### config.mk
export PLATFORM = sky130hd
export DESIGN_NAME = riscv_pipe_ctrl
export DESIGN_NICKNAME = d
export VERILOG_FILES = /design/src/hw/riscv_pkg.sv /design/src/hw/riscv_hazardunit.sv /design/src/hw/riscv_stage_track.sv /design/src/hw/riscv_muldiv_seq.sv /design/src/hw/riscv_pipe_ctrl.sv
export SDC_FILE = /design/constraint.sdc
export NUM_CORES = 1
export LEC_CHECK = 0
export ABC_AREA = 1
export BUFFER_PORTS_ARGS = -buffer_cell sky130_fd_sc_hd__buf_2
export CAP_MARGIN = 20
export CORE_AREA = 2 2 174 176
export DETAILED_ROUTE_END_ITERATION = 12
export DIE_AREA = 0 0 176 178
export PLACE_DENSITY = 0.73
export SYNTH_ARGS = -nofsm -noshare
export SYNTH_HDL_FRONTEND = slang
export SYNTH_HIERARCHICAL = 1
export SYNTH_SLANG_ARGS = --single-unit
export TNS_END_PERCENT = 10
### constraint.sdc
create_clock -name i_riscv_clk -period 4.05 [get_ports i_riscv_clk]
set_clock_uncertainty 0.05 [all_clocks]
set_input_delay 0.405 -clock i_riscv_clk [delete_from_list [all_inputs] [get_ports i_riscv_clk]]
set_output_delay 0.405 -clock i_riscv_clk [all_outputs]
set_load 0.02 [all_outputs]
### src/hw/riscv_pkg.sv
`default_nettype none

package riscv_pkg;

  ////////////////////////////////////////
  // widths and counts
  ////////////////////////////////////////
  localparam int riscv_regaddr_w = 5;
  localparam int riscv_xlen      = 32;
  localparam int riscv_md_iters  = 32;   // one quotient/product bit per iteration

  ////////////////////////////////////////
  // encodings
  ////////////////////////////////////////

  // base opcodes seen by the pipeline control
  typedef enum logic [6:0] {
    op_lui    = 7'b0110111,
    op_load   = 7'b0000011,
    op_store  = 7'b0100011,
    op_op     = 7'b0110011,
    op_opimm  = 7'b0010011,
    op_branch = 7'b1100011,
    op_system = 7'b1110011
  } riscv_opcode_e;

  typedef enum logic [1:0] {
    res_alu     = 2'b00,
    res_pcplus4 = 2'b01,
    res_mem     = 2'b10,   // load in flight
    res_csr     = 2'b11
  } riscv_resultsrc_e;

  // operand mux selects in execute
  typedef enum logic [1:0] {
    fwd_rf  = 2'b00,
    fwd_wb  = 2'b01,
    fwd_mem = 2'b10,
    fwd_lui = 2'b11   // immediate of a lui sitting in memory
  } riscv_fwd_e;

  typedef enum logic [1:0] {
    md_idle = 2'b00,
    md_busy = 2'b01,
    md_done = 2'b10
  } riscv_mdstate_e;

endpackage

`default_nettype wire

### src/hw/riscv_hazardunit.sv
`default_nettype none

module riscv_hazardunit (
  input  logic [riscv_pkg::riscv_regaddr_w-1:0] i_riscv_hzrdu_rs1addr_d,
  input  logic [riscv_pkg::riscv_regaddr_w-1:0] i_riscv_hzrdu_rs2addr_d,
  input  logic [riscv_pkg::riscv_regaddr_w-1:0] i_riscv_hzrdu_rs1addr_e,
  input  logic [riscv_pkg::riscv_regaddr_w-1:0] i_riscv_hzrdu_rs2addr_e,
  input  logic [riscv_pkg::riscv_regaddr_w-1:0] i_riscv_hzrdu_rdaddr_e,
  input  logic [riscv_pkg::riscv_regaddr_w-1:0] i_riscv_hzrdu_rdaddr_m,
  input  logic [riscv_pkg::riscv_regaddr_w-1:0] i_riscv_hzrdu_rdaddr_w,
  input  riscv_pkg::riscv_opcode_e               i_riscv_hzrdu_opcode_m,
  input  logic                                   i_riscv_hzrdu_pcsrc,
  input  logic                                   i_riscv_hzrdu_regw_m,
  input  logic                                   i_riscv_hzrdu_regw_w,
  input  riscv_pkg::riscv_resultsrc_e            i_riscv_hzrdu_resultsrc_e,
  input  logic                                   i_riscv_dcache_stall_m,
  input  logic                                   i_riscv_hzrdu_mul_en,
  input  logic                                   i_riscv_hzrdu_div_en,
  input  logic                                   i_riscv_hzrdu_valid,
  input  logic                                   i_riscv_hzrdu_iscsr_e,
  input  logic                                   i_riscv_hzrdu_iscsr_d,
  output riscv_pkg::riscv_fwd_e                  o_riscv_hzrdu_fwda,
  output riscv_pkg::riscv_fwd_e                  o_riscv_hzrdu_fwdb,
  output logic                                   o_riscv_hzrdu_stallpc,
  output logic                                   o_riscv_hzrdu_stallfd,
  output logic                                   o_riscv_hzrdu_flushfd,
  output logic                                   o_riscv_hzrdu_flushde,
  output logic                                   o_riscv_hzrdu_stallde,
  output logic                                   o_riscv_hzrdu_stallem,
  output logic                                   o_riscv_hzrdu_stallmw
);
  import riscv_pkg::*;

  logic m_stall;
  logic glob_stall;
  logic src_hit_e;
  logic ld_hzrd;

  // priority: lui in M, any write in M, then write in W
  function automatic riscv_fwd_e fwd_sel(input logic [riscv_regaddr_w-1:0] src);
    logic hit_m;
    logic hit_w;
    hit_m = (src == i_riscv_hzrdu_rdaddr_m) && i_riscv_hzrdu_regw_m &&
            (i_riscv_hzrdu_rdaddr_m != '0);
    hit_w = (src == i_riscv_hzrdu_rdaddr_w) && i_riscv_hzrdu_regw_w &&
            (i_riscv_hzrdu_rdaddr_w != '0);
    if (hit_m && (i_riscv_hzrdu_opcode_m == op_lui))
      return fwd_lui;
    else if (hit_m)
      return fwd_mem;
    else if (hit_w)
      return fwd_wb;
    else
      return fwd_rf;
  endfunction

  ////////////////////////////////////////
  // forwarding
  ////////////////////////////////////////
  always_comb
  begin
    o_riscv_hzrdu_fwda = fwd_sel(i_riscv_hzrdu_rs1addr_e);
    o_riscv_hzrdu_fwdb = fwd_sel(i_riscv_hzrdu_rs2addr_e);
  end

  ////////////////////////////////////////
  // stalls and flushes
  ////////////////////////////////////////
  assign src_hit_e = (i_riscv_hzrdu_rs1addr_d == i_riscv_hzrdu_rdaddr_e) ||
                     (i_riscv_hzrdu_rs2addr_d == i_riscv_hzrdu_rdaddr_e);

  // csr result is only known late, so treat it like a load unless decode is csr too
  assign ld_hzrd = src_hit_e &&
                   ((i_riscv_hzrdu_resultsrc_e == res_mem) ||
                    (i_riscv_hzrdu_iscsr_e && !i_riscv_hzrdu_iscsr_d));

  assign m_stall    = (i_riscv_hzrdu_mul_en || i_riscv_hzrdu_div_en) && !i_riscv_hzrdu_valid;
  assign glob_stall = i_riscv_dcache_stall_m || m_stall;

  assign o_riscv_hzrdu_stallpc = ld_hzrd || glob_stall;
  assign o_riscv_hzrdu_stallfd = ld_hzrd || glob_stall;
  assign o_riscv_hzrdu_flushde = ld_hzrd || i_riscv_hzrdu_pcsrc;   // bubble into E
  assign o_riscv_hzrdu_flushfd = i_riscv_hzrdu_pcsrc;

  assign o_riscv_hzrdu_stallde = glob_stall;
  assign o_riscv_hzrdu_stallem = glob_stall;
  assign o_riscv_hzrdu_stallmw = glob_stall;

  // a taken branch must also kill whatever sits in decode
  a_flush_pair : assert final (!o_riscv_hzrdu_flushfd || o_riscv_hzrdu_flushde);

  // x0 in writeback is never a forward source
  a_no_wb_x0 : assert final (!((o_riscv_hzrdu_fwda == fwd_wb) &&
                               (i_riscv_hzrdu_rdaddr_w == '0)));

endmodule

`default_nettype wire

### src/hw/riscv_stage_track.sv
`default_nettype none

module riscv_stage_track (
  input  logic                                   i_riscv_clk,
  input  logic                                   i_rst_n,
  input  logic [riscv_pkg::riscv_regaddr_w-1:0] i_riscv_rs1addr_d,
  input  logic [riscv_pkg::riscv_regaddr_w-1:0] i_riscv_rs2addr_d,
  input  logic [riscv_pkg::riscv_regaddr_w-1:0] i_riscv_rdaddr_d,
  input  logic                                   i_riscv_regw_d,
  input  riscv_pkg::riscv_opcode_e               i_riscv_opcode_d,
  input  riscv_pkg::riscv_resultsrc_e            i_riscv_resultsrc_d,
  input  logic                                   i_riscv_iscsr_d,
  input  logic                                   i_riscv_mul_en_d,
  input  logic                                   i_riscv_div_en_d,
  input  logic                                   i_riscv_stallde,
  input  logic                                   i_riscv_flushde,
  input  logic                                   i_riscv_stallem,
  input  logic                                   i_riscv_stallmw,
  output logic [riscv_pkg::riscv_regaddr_w-1:0] o_riscv_rs1addr_e,
  output logic [riscv_pkg::riscv_regaddr_w-1:0] o_riscv_rs2addr_e,
  output logic [riscv_pkg::riscv_regaddr_w-1:0] o_riscv_rdaddr_e,
  output riscv_pkg::riscv_resultsrc_e            o_riscv_resultsrc_e,
  output logic                                   o_riscv_iscsr_e,
  output logic                                   o_riscv_mul_en_e,
  output logic                                   o_riscv_div_en_e,
  output logic [riscv_pkg::riscv_regaddr_w-1:0] o_riscv_rdaddr_m,
  output logic                                   o_riscv_regw_m,
  output riscv_pkg::riscv_opcode_e               o_riscv_opcode_m,
  output logic [riscv_pkg::riscv_regaddr_w-1:0] o_riscv_rdaddr_w,
  output logic                                   o_riscv_regw_w,
  output logic                                   o_riscv_iscsr_w
);
  import riscv_pkg::*;

  logic          regw_e;
  riscv_opcode_e opcode_e;
  logic          iscsr_m;

  ////////////////////////////////////////
  // decode -> execute
  ////////////////////////////////////////
  always_ff @(posedge i_riscv_clk or negedge i_rst_n)
  begin
    if (!i_rst_n)
    begin
      o_riscv_rs1addr_e   <= '0;
      o_riscv_rs2addr_e   <= '0;
      o_riscv_rdaddr_e    <= '0;
      regw_e              <= 1'b0;
      opcode_e            <= op_opimm;
      o_riscv_resultsrc_e <= res_alu;
      o_riscv_iscsr_e     <= 1'b0;
      o_riscv_mul_en_e    <= 1'b0;
      o_riscv_div_en_e    <= 1'b0;
    end
    else if (!i_riscv_stallde)
    begin
      if (i_riscv_flushde)   // bubble, behaves as addi x0
      begin
        o_riscv_rs1addr_e   <= '0;
        o_riscv_rs2addr_e   <= '0;
        o_riscv_rdaddr_e    <= '0;
        regw_e              <= 1'b0;
        opcode_e            <= op_opimm;
        o_riscv_resultsrc_e <= res_alu;
        o_riscv_iscsr_e     <= 1'b0;
        o_riscv_mul_en_e    <= 1'b0;
        o_riscv_div_en_e    <= 1'b0;
      end
      else
      begin
        o_riscv_rs1addr_e   <= i_riscv_rs1addr_d;
        o_riscv_rs2addr_e   <= i_riscv_rs2addr_d;
        o_riscv_rdaddr_e    <= i_riscv_rdaddr_d;
        regw_e              <= i_riscv_regw_d;
        opcode_e            <= i_riscv_opcode_d;
        o_riscv_resultsrc_e <= i_riscv_resultsrc_d;
        o_riscv_iscsr_e     <= i_riscv_iscsr_d;
        o_riscv_mul_en_e    <= i_riscv_mul_en_d;
        o_riscv_div_en_e    <= i_riscv_div_en_d;
      end
    end
  end

  ////////////////////////////////////////
  // execute -> memory -> writeback
  ////////////////////////////////////////
  always_ff @(posedge i_riscv_clk or negedge i_rst_n)
  begin
    if (!i_rst_n)
    begin
      o_riscv_rdaddr_m <= '0;
      o_riscv_regw_m   <= 1'b0;
      o_riscv_opcode_m <= op_opimm;
      iscsr_m          <= 1'b0;
    end
    else if (!i_riscv_stallem)
    begin
      o_riscv_rdaddr_m <= o_riscv_rdaddr_e;
      o_riscv_regw_m   <= regw_e;
      o_riscv_opcode_m <= opcode_e;
      iscsr_m          <= o_riscv_iscsr_e;
    end
  end

  always_ff @(posedge i_riscv_clk or negedge i_rst_n)
  begin
    if (!i_rst_n)
    begin
      o_riscv_rdaddr_w <= '0;
      o_riscv_regw_w   <= 1'b0;
      o_riscv_iscsr_w  <= 1'b0;
    end
    else if (!i_riscv_stallmw)
    begin
      o_riscv_rdaddr_w <= o_riscv_rdaddr_m;
      o_riscv_regw_w   <= o_riscv_regw_m;
      o_riscv_iscsr_w  <= iscsr_m;
    end
  end

  a_m_hold : assert property (@(posedge i_riscv_clk) disable iff (!i_rst_n)
    i_riscv_stallem |=> $stable({o_riscv_rdaddr_m, o_riscv_regw_m, o_riscv_opcode_m, iscsr_m}));

endmodule

`default_nettype wire

### src/hw/riscv_muldiv_seq.sv
`default_nettype none

module riscv_muldiv_seq (
  input  logic                             i_riscv_clk,
  input  logic                             i_rst_n,
  input  logic                             i_riscv_md_mul_en,
  input  logic                             i_riscv_md_div_en,
  input  logic [riscv_pkg::riscv_xlen-1:0] i_riscv_md_srca,
  input  logic [riscv_pkg::riscv_xlen-1:0] i_riscv_md_srcb,
  input  logic                             i_riscv_md_dcache_stall,
  output logic                             o_riscv_md_valid,
  output logic [riscv_pkg::riscv_xlen-1:0] o_riscv_md_result
);
  import riscv_pkg::*;

  riscv_mdstate_e                    md_state;
  logic [$clog2(riscv_md_iters)-1:0] iter_cnt;
  logic                              is_div;
  logic [riscv_xlen-1:0]             opa_q;    // multiplier, or dividend turning into quotient
  logic [riscv_xlen-1:0]             opb_q;    // multiplicand or divisor
  logic [riscv_xlen:0]               acc_q;    // product or partial remainder
  logic [riscv_xlen:0]               rem_sh;
  logic [riscv_xlen:0]               rem_sub;
  logic                              div_ge;

  // restoring step, a zero divisor always fits so the quotient fills with ones
  assign rem_sh  = {acc_q[riscv_xlen-1:0], opa_q[riscv_xlen-1]};
  assign div_ge  = (rem_sh >= {1'b0, opb_q});
  assign rem_sub = rem_sh - {1'b0, opb_q};

  ////////////////////////////////////////
  // control FSM
  ////////////////////////////////////////
  always_ff @(posedge i_riscv_clk or negedge i_rst_n)
  begin
    if (!i_rst_n)
    begin
      md_state <= md_idle;
      iter_cnt <= '0;
      is_div   <= 1'b0;
    end
    else
    begin
      case (md_state)
        md_idle:
          if (i_riscv_md_mul_en || i_riscv_md_div_en)
          begin
            md_state <= md_busy;
            iter_cnt <= '0;
            is_div   <= i_riscv_md_div_en;
          end
        md_busy:
        begin
          iter_cnt <= iter_cnt + 1'b1;
          if (int'(iter_cnt) == riscv_md_iters - 1)
            md_state <= md_done;
        end
        default:   // md_done, held while the cache freezes the pipe
          if (!i_riscv_md_dcache_stall)
            md_state <= md_idle;
      endcase
    end
  end

  ////////////////////////////////////////
  // datapath
  ////////////////////////////////////////
  always_ff @(posedge i_riscv_clk)
  begin
    if (md_state == md_idle)
    begin
      opa_q <= i_riscv_md_srca;
      opb_q <= i_riscv_md_srcb;
      acc_q <= '0;
    end
    else if (md_state == md_busy)
    begin
      if (is_div)
      begin
        opa_q <= {opa_q[riscv_xlen-2:0], div_ge};
        acc_q <= div_ge ? rem_sub : rem_sh;
      end
      else
      begin
        acc_q <= acc_q + (opa_q[0] ? {1'b0, opb_q} : '0);
        opa_q <= opa_q >> 1;
        opb_q <= opb_q << 1;
      end
    end
  end

  assign o_riscv_md_valid  = (md_state == md_done);
  assign o_riscv_md_result = is_div ? opa_q : acc_q[riscv_xlen-1:0];

  a_valid_pulse : assert property (@(posedge i_riscv_clk) disable iff (!i_rst_n)
    (o_riscv_md_valid && !i_riscv_md_dcache_stall) |=> !o_riscv_md_valid);

endmodule

`default_nettype wire

### src/hw/riscv_pipe_ctrl.sv
`default_nettype none

module riscv_pipe_ctrl (
  input  logic                                   i_riscv_clk,
  input  logic                                   i_rst_n,
  input  logic [riscv_pkg::riscv_regaddr_w-1:0] i_riscv_rs1addr_d,
  input  logic [riscv_pkg::riscv_regaddr_w-1:0] i_riscv_rs2addr_d,
  input  logic [riscv_pkg::riscv_regaddr_w-1:0] i_riscv_rdaddr_d,
  input  logic                                   i_riscv_regw_d,
  input  riscv_pkg::riscv_opcode_e               i_riscv_opcode_d,
  input  riscv_pkg::riscv_resultsrc_e            i_riscv_resultsrc_d,
  input  logic                                   i_riscv_iscsr_d,
  input  logic                                   i_riscv_mul_en_d,
  input  logic                                   i_riscv_div_en_d,
  input  logic                                   i_riscv_pcsrc,
  input  logic                                   i_riscv_dcache_stall_m,
  input  logic [riscv_pkg::riscv_xlen-1:0]       i_riscv_srca_e,
  input  logic [riscv_pkg::riscv_xlen-1:0]       i_riscv_srcb_e,
  output riscv_pkg::riscv_fwd_e                  o_riscv_fwda,
  output riscv_pkg::riscv_fwd_e                  o_riscv_fwdb,
  output logic                                   o_riscv_stallpc,
  output logic                                   o_riscv_stallfd,
  output logic                                   o_riscv_flushfd,
  output logic                                   o_riscv_flushde,
  output logic                                   o_riscv_stallde,
  output logic                                   o_riscv_stallem,
  output logic                                   o_riscv_stallmw,
  output logic                                   o_riscv_md_valid,
  output logic [riscv_pkg::riscv_xlen-1:0]       o_riscv_md_result
);
  import riscv_pkg::*;

  logic [riscv_regaddr_w-1:0] rs1addr_e;
  logic [riscv_regaddr_w-1:0] rs2addr_e;
  logic [riscv_regaddr_w-1:0] rdaddr_e;
  riscv_resultsrc_e           resultsrc_e;
  logic                       iscsr_e;
  logic                       mul_en_e;
  logic                       div_en_e;
  logic [riscv_regaddr_w-1:0] rdaddr_m;
  logic                       regw_m;
  riscv_opcode_e              opcode_m;
  logic [riscv_regaddr_w-1:0] rdaddr_w;
  logic                       regw_w;

  riscv_stage_track u_stage_track (
    .i_riscv_clk         (i_riscv_clk),
    .i_rst_n             (i_rst_n),
    .i_riscv_rs1addr_d   (i_riscv_rs1addr_d),
    .i_riscv_rs2addr_d   (i_riscv_rs2addr_d),
    .i_riscv_rdaddr_d    (i_riscv_rdaddr_d),
    .i_riscv_regw_d      (i_riscv_regw_d),
    .i_riscv_opcode_d    (i_riscv_opcode_d),
    .i_riscv_resultsrc_d (i_riscv_resultsrc_d),
    .i_riscv_iscsr_d     (i_riscv_iscsr_d),
    .i_riscv_mul_en_d    (i_riscv_mul_en_d),
    .i_riscv_div_en_d    (i_riscv_div_en_d),
    .i_riscv_stallde     (o_riscv_stallde),
    .i_riscv_flushde     (o_riscv_flushde),
    .i_riscv_stallem     (o_riscv_stallem),
    .i_riscv_stallmw     (o_riscv_stallmw),
    .o_riscv_rs1addr_e   (rs1addr_e),
    .o_riscv_rs2addr_e   (rs2addr_e),
    .o_riscv_rdaddr_e    (rdaddr_e),
    .o_riscv_resultsrc_e (resultsrc_e),
    .o_riscv_iscsr_e     (iscsr_e),
    .o_riscv_mul_en_e    (mul_en_e),
    .o_riscv_div_en_e    (div_en_e),
    .o_riscv_rdaddr_m    (rdaddr_m),
    .o_riscv_regw_m      (regw_m),
    .o_riscv_opcode_m    (opcode_m),
    .o_riscv_rdaddr_w    (rdaddr_w),
    .o_riscv_regw_w      (regw_w),
    .o_riscv_iscsr_w     ()   // writeback csr flag has no consumer here
  );

  riscv_hazardunit u_hazardunit (
    .i_riscv_hzrdu_rs1addr_d   (i_riscv_rs1addr_d),
    .i_riscv_hzrdu_rs2addr_d   (i_riscv_rs2addr_d),
    .i_riscv_hzrdu_rs1addr_e   (rs1addr_e),
    .i_riscv_hzrdu_rs2addr_e   (rs2addr_e),
    .i_riscv_hzrdu_rdaddr_e    (rdaddr_e),
    .i_riscv_hzrdu_rdaddr_m    (rdaddr_m),
    .i_riscv_hzrdu_rdaddr_w    (rdaddr_w),
    .i_riscv_hzrdu_opcode_m    (opcode_m),
    .i_riscv_hzrdu_pcsrc       (i_riscv_pcsrc),
    .i_riscv_hzrdu_regw_m      (regw_m),
    .i_riscv_hzrdu_regw_w      (regw_w),
    .i_riscv_hzrdu_resultsrc_e (resultsrc_e),
    .i_riscv_dcache_stall_m    (i_riscv_dcache_stall_m),
    .i_riscv_hzrdu_mul_en      (mul_en_e),
    .i_riscv_hzrdu_div_en      (div_en_e),
    .i_riscv_hzrdu_valid       (o_riscv_md_valid),
    .i_riscv_hzrdu_iscsr_e     (iscsr_e),
    .i_riscv_hzrdu_iscsr_d     (i_riscv_iscsr_d),
    .o_riscv_hzrdu_fwda        (o_riscv_fwda),
    .o_riscv_hzrdu_fwdb        (o_riscv_fwdb),
    .o_riscv_hzrdu_stallpc     (o_riscv_stallpc),
    .o_riscv_hzrdu_stallfd     (o_riscv_stallfd),
    .o_riscv_hzrdu_flushfd     (o_riscv_flushfd),
    .o_riscv_hzrdu_flushde     (o_riscv_flushde),
    .o_riscv_hzrdu_stallde     (o_riscv_stallde),
    .o_riscv_hzrdu_stallem     (o_riscv_stallem),
    .o_riscv_hzrdu_stallmw     (o_riscv_stallmw)
  );

  riscv_muldiv_seq u_muldiv_seq (
    .i_riscv_clk             (i_riscv_clk),
    .i_rst_n                 (i_rst_n),
    .i_riscv_md_mul_en       (mul_en_e),
    .i_riscv_md_div_en       (div_en_e),
    .i_riscv_md_srca         (i_riscv_srca_e),
    .i_riscv_md_srcb         (i_riscv_srcb_e),
    .i_riscv_md_dcache_stall (i_riscv_dcache_stall_m),
    .o_riscv_md_valid        (o_riscv_md_valid),
    .o_riscv_md_result       (o_riscv_md_result)
  );

endmodule

`default_nettype wire

==> results.yml <==
timing:
  min_period_over_period_pct: 80.9
  finalSetupTns_ns: 0
  hold_viol_final: 0
  final_max_slew_viol_count: 0
  worst_pin_slew_ns: 0.915
  relSlewSlack_pct: 39.0
  period_needed_ns: 3.28
  setup_viol: 0
  rsz0062_at_grt: "false"
  max_freq_mhz: 305
clock_network:
  cts_tree: "built"
  post-cts-setup-buffers: 0
  clock_sinks: 151
  clk_pin_slew_ns: 0.07
  root_buffer: "clkbuf_16"
  clock_latency_ns: 0.46
  hold_buffers: 0
  clockBufferDepth: 2
  cts-htree-levels: 4
  cts_buffers: 17
  cts_resized: 0
routing:
  ant_nets: 0
  wl_per_cell_um: 16.2
  wl_um: 42700
  dr.pass1.iters: 5
  viasPerCell: 5.17
  drt_iter0_drc: 1198
  drc: 0
  route.vias.total: 13647
cells_and_area:
  final_design_area_no_fill_sq_mm: 0.0146
  final_util_pct: 49.6
  finalNonFillerCells: 2642
  nets: 2402
  multi_input_area_sq_mm: 0.00748
  register_area_sq_mm: 0.00395
  syn_to_final_growth_pct: 11.8
  nFillCells: 3029
  drive_gt1_share_pct: 11.1
  layout_commonest_cell: "nand2_1"
  most-common-layout-cells: "nand2_1, inv_1, nor2_1"
  num_antenna_cells: 0
setup_path:
  critPathRequiredTime_ns: 4.35
  cp.arrival_ns: 3.58
  cp-start-kind: "flop"
  worstSetupPathType: "flop to flop"
  crit_fanout: 25
  critPathCaptureType: "flop"
global_routing:
  grt_max_degree: 72
  grt_use_total_pct: 27.6
  grt_pass1_wl_um: 66600
  antenna_found_initial: 0
  gr-total-overflow: 0
  grt_pass1_vias: 12612
die:
  die_x_um: 176
  core_area_sq_mm: 0.0294
  dieArea_sq_mm: 0.0313
  placementRows: 63
  die_h_um: 178
  initial_utilization_pct: 44.4
  ios: 140
place:
  placed_cell_area_sq_mm: 0.0140
  dp_hpwl_um: 33600
  gp_congestion: 1.03
  portBuffers: 139
  dp_cells: 2610
logic_synthesis:
  ys_warn_count: 6
  syn-cell-area_sq_mm: 0.0130
  syn_nets: 2291
  synthCells: 2128
  avgSynthCellArea_sq_um: 6.13
job:
  maxCapViolCount: 0
hold_path:
  hp-class: "primary input to asynchronous set/reset pin"
pwr:
  vdd_drop_max_mv: 0.706
  power_mw: 12.7
  power.leakage_nw: 8.29
  power.density_mw_per_mm2: 874
status:
  outcome: "complete, no violations"
-- per-stage QoR --
step,setup slack [ns],hold slack (ns)
floorplan,1.23,0.0594
global placement,0.880,0.397
detailed placement,0.900,0.404
CTS,0.885,0.0347
global route,0.466,0.0721
finish,0.772,0.0150
-- metal layers --
layer | track usage [%] | up-vias | wire, um
li1 | - | 6872 | -
met1 | 35.8 | 6177 | 19100
met2 | 44.6 | 504 | 19000
met3 | 4.73 | 94 | 2610
met4 | 13.8 | 0 | 2030
met5 | 0 | - | 0
-- sequential cells by signal, summed over array words and instances, names as in the netlist, 7 cells and up --
register                        count
u_muldiv_seq/acc_q                 32
u_muldiv_seq/opa_q                 32
u_muldiv_seq/opb_q                 32
u_stage_track/o_riscv_opcode_m      7
u_stage_track/opcode_e              7
-- worst max-delay path, stage by stage, from the launching register on --
cell and delay [ns]:
edfxtp_1 0.95, nand2_1 0.11, inv_1 0.09, ha_1 0.32, fa_1 0.37, nand3_1 0.11
nand3_1 0.18, nand2_1 0.07, nand2_1 0.17, nand2_1 0.10, nand2_1 0.13, nand2_1 0.13
nand2_1 0.09, nand2_1 0.05, nand3_1 0.08, nand2_1 0.06, nand2_1 0.06, nand2_1 0.06
-- power by group --
part | internal, mW | total, mW | switching, mW | leakage (nW)
combinational | 2.51 | 7.81 | 5.31 | 6.39
sequential | 2.48 | 3.39 | 0.905 | 1.63
clock | 0.830 | 1.55 | 0.718 | 0.273
total | 5.82 | 12.7 | 6.93 | 8.29
-- cell type report --
cell class,count,share of cell area (%)
Multi-Input combinational cell,1565,51.3
Sequential cell,151,27.1
Inverter,350,9.00
Timing Repair Buffer,154,5.54
Tap cell,390,3.34
Clock buffer,20,3.14
Clock inverter,12,0.635
-- final timing paths --
check	start	endpoint	slack, ns	cells after the start
worst max-delay path	u_muldiv_seq/opa_q[0]	u_muldiv_seq/acc_q[28]	0.77	17
worst min-delay path	i_rst_n	u_stage_track/o_riscv_rdaddr_e[1]	0.01	2
worst max register to register	u_muldiv_seq/opa_q[0]	u_muldiv_seq/acc_q[28]	0.77	17
worst min register to register	u_muldiv_seq/iter_cnt[3]	u_muldiv_seq/iter_cnt[3]	0.41	1
max in group asynchronous	i_rst_n	u_muldiv_seq/is_div	3.40	2
min in group i_riscv_clk	i_riscv_resultsrc_d[0]	u_stage_track/o_riscv_resultsrc_e[0]	0.09	3
Note: power is estimated with default switching activity, not from simulation.
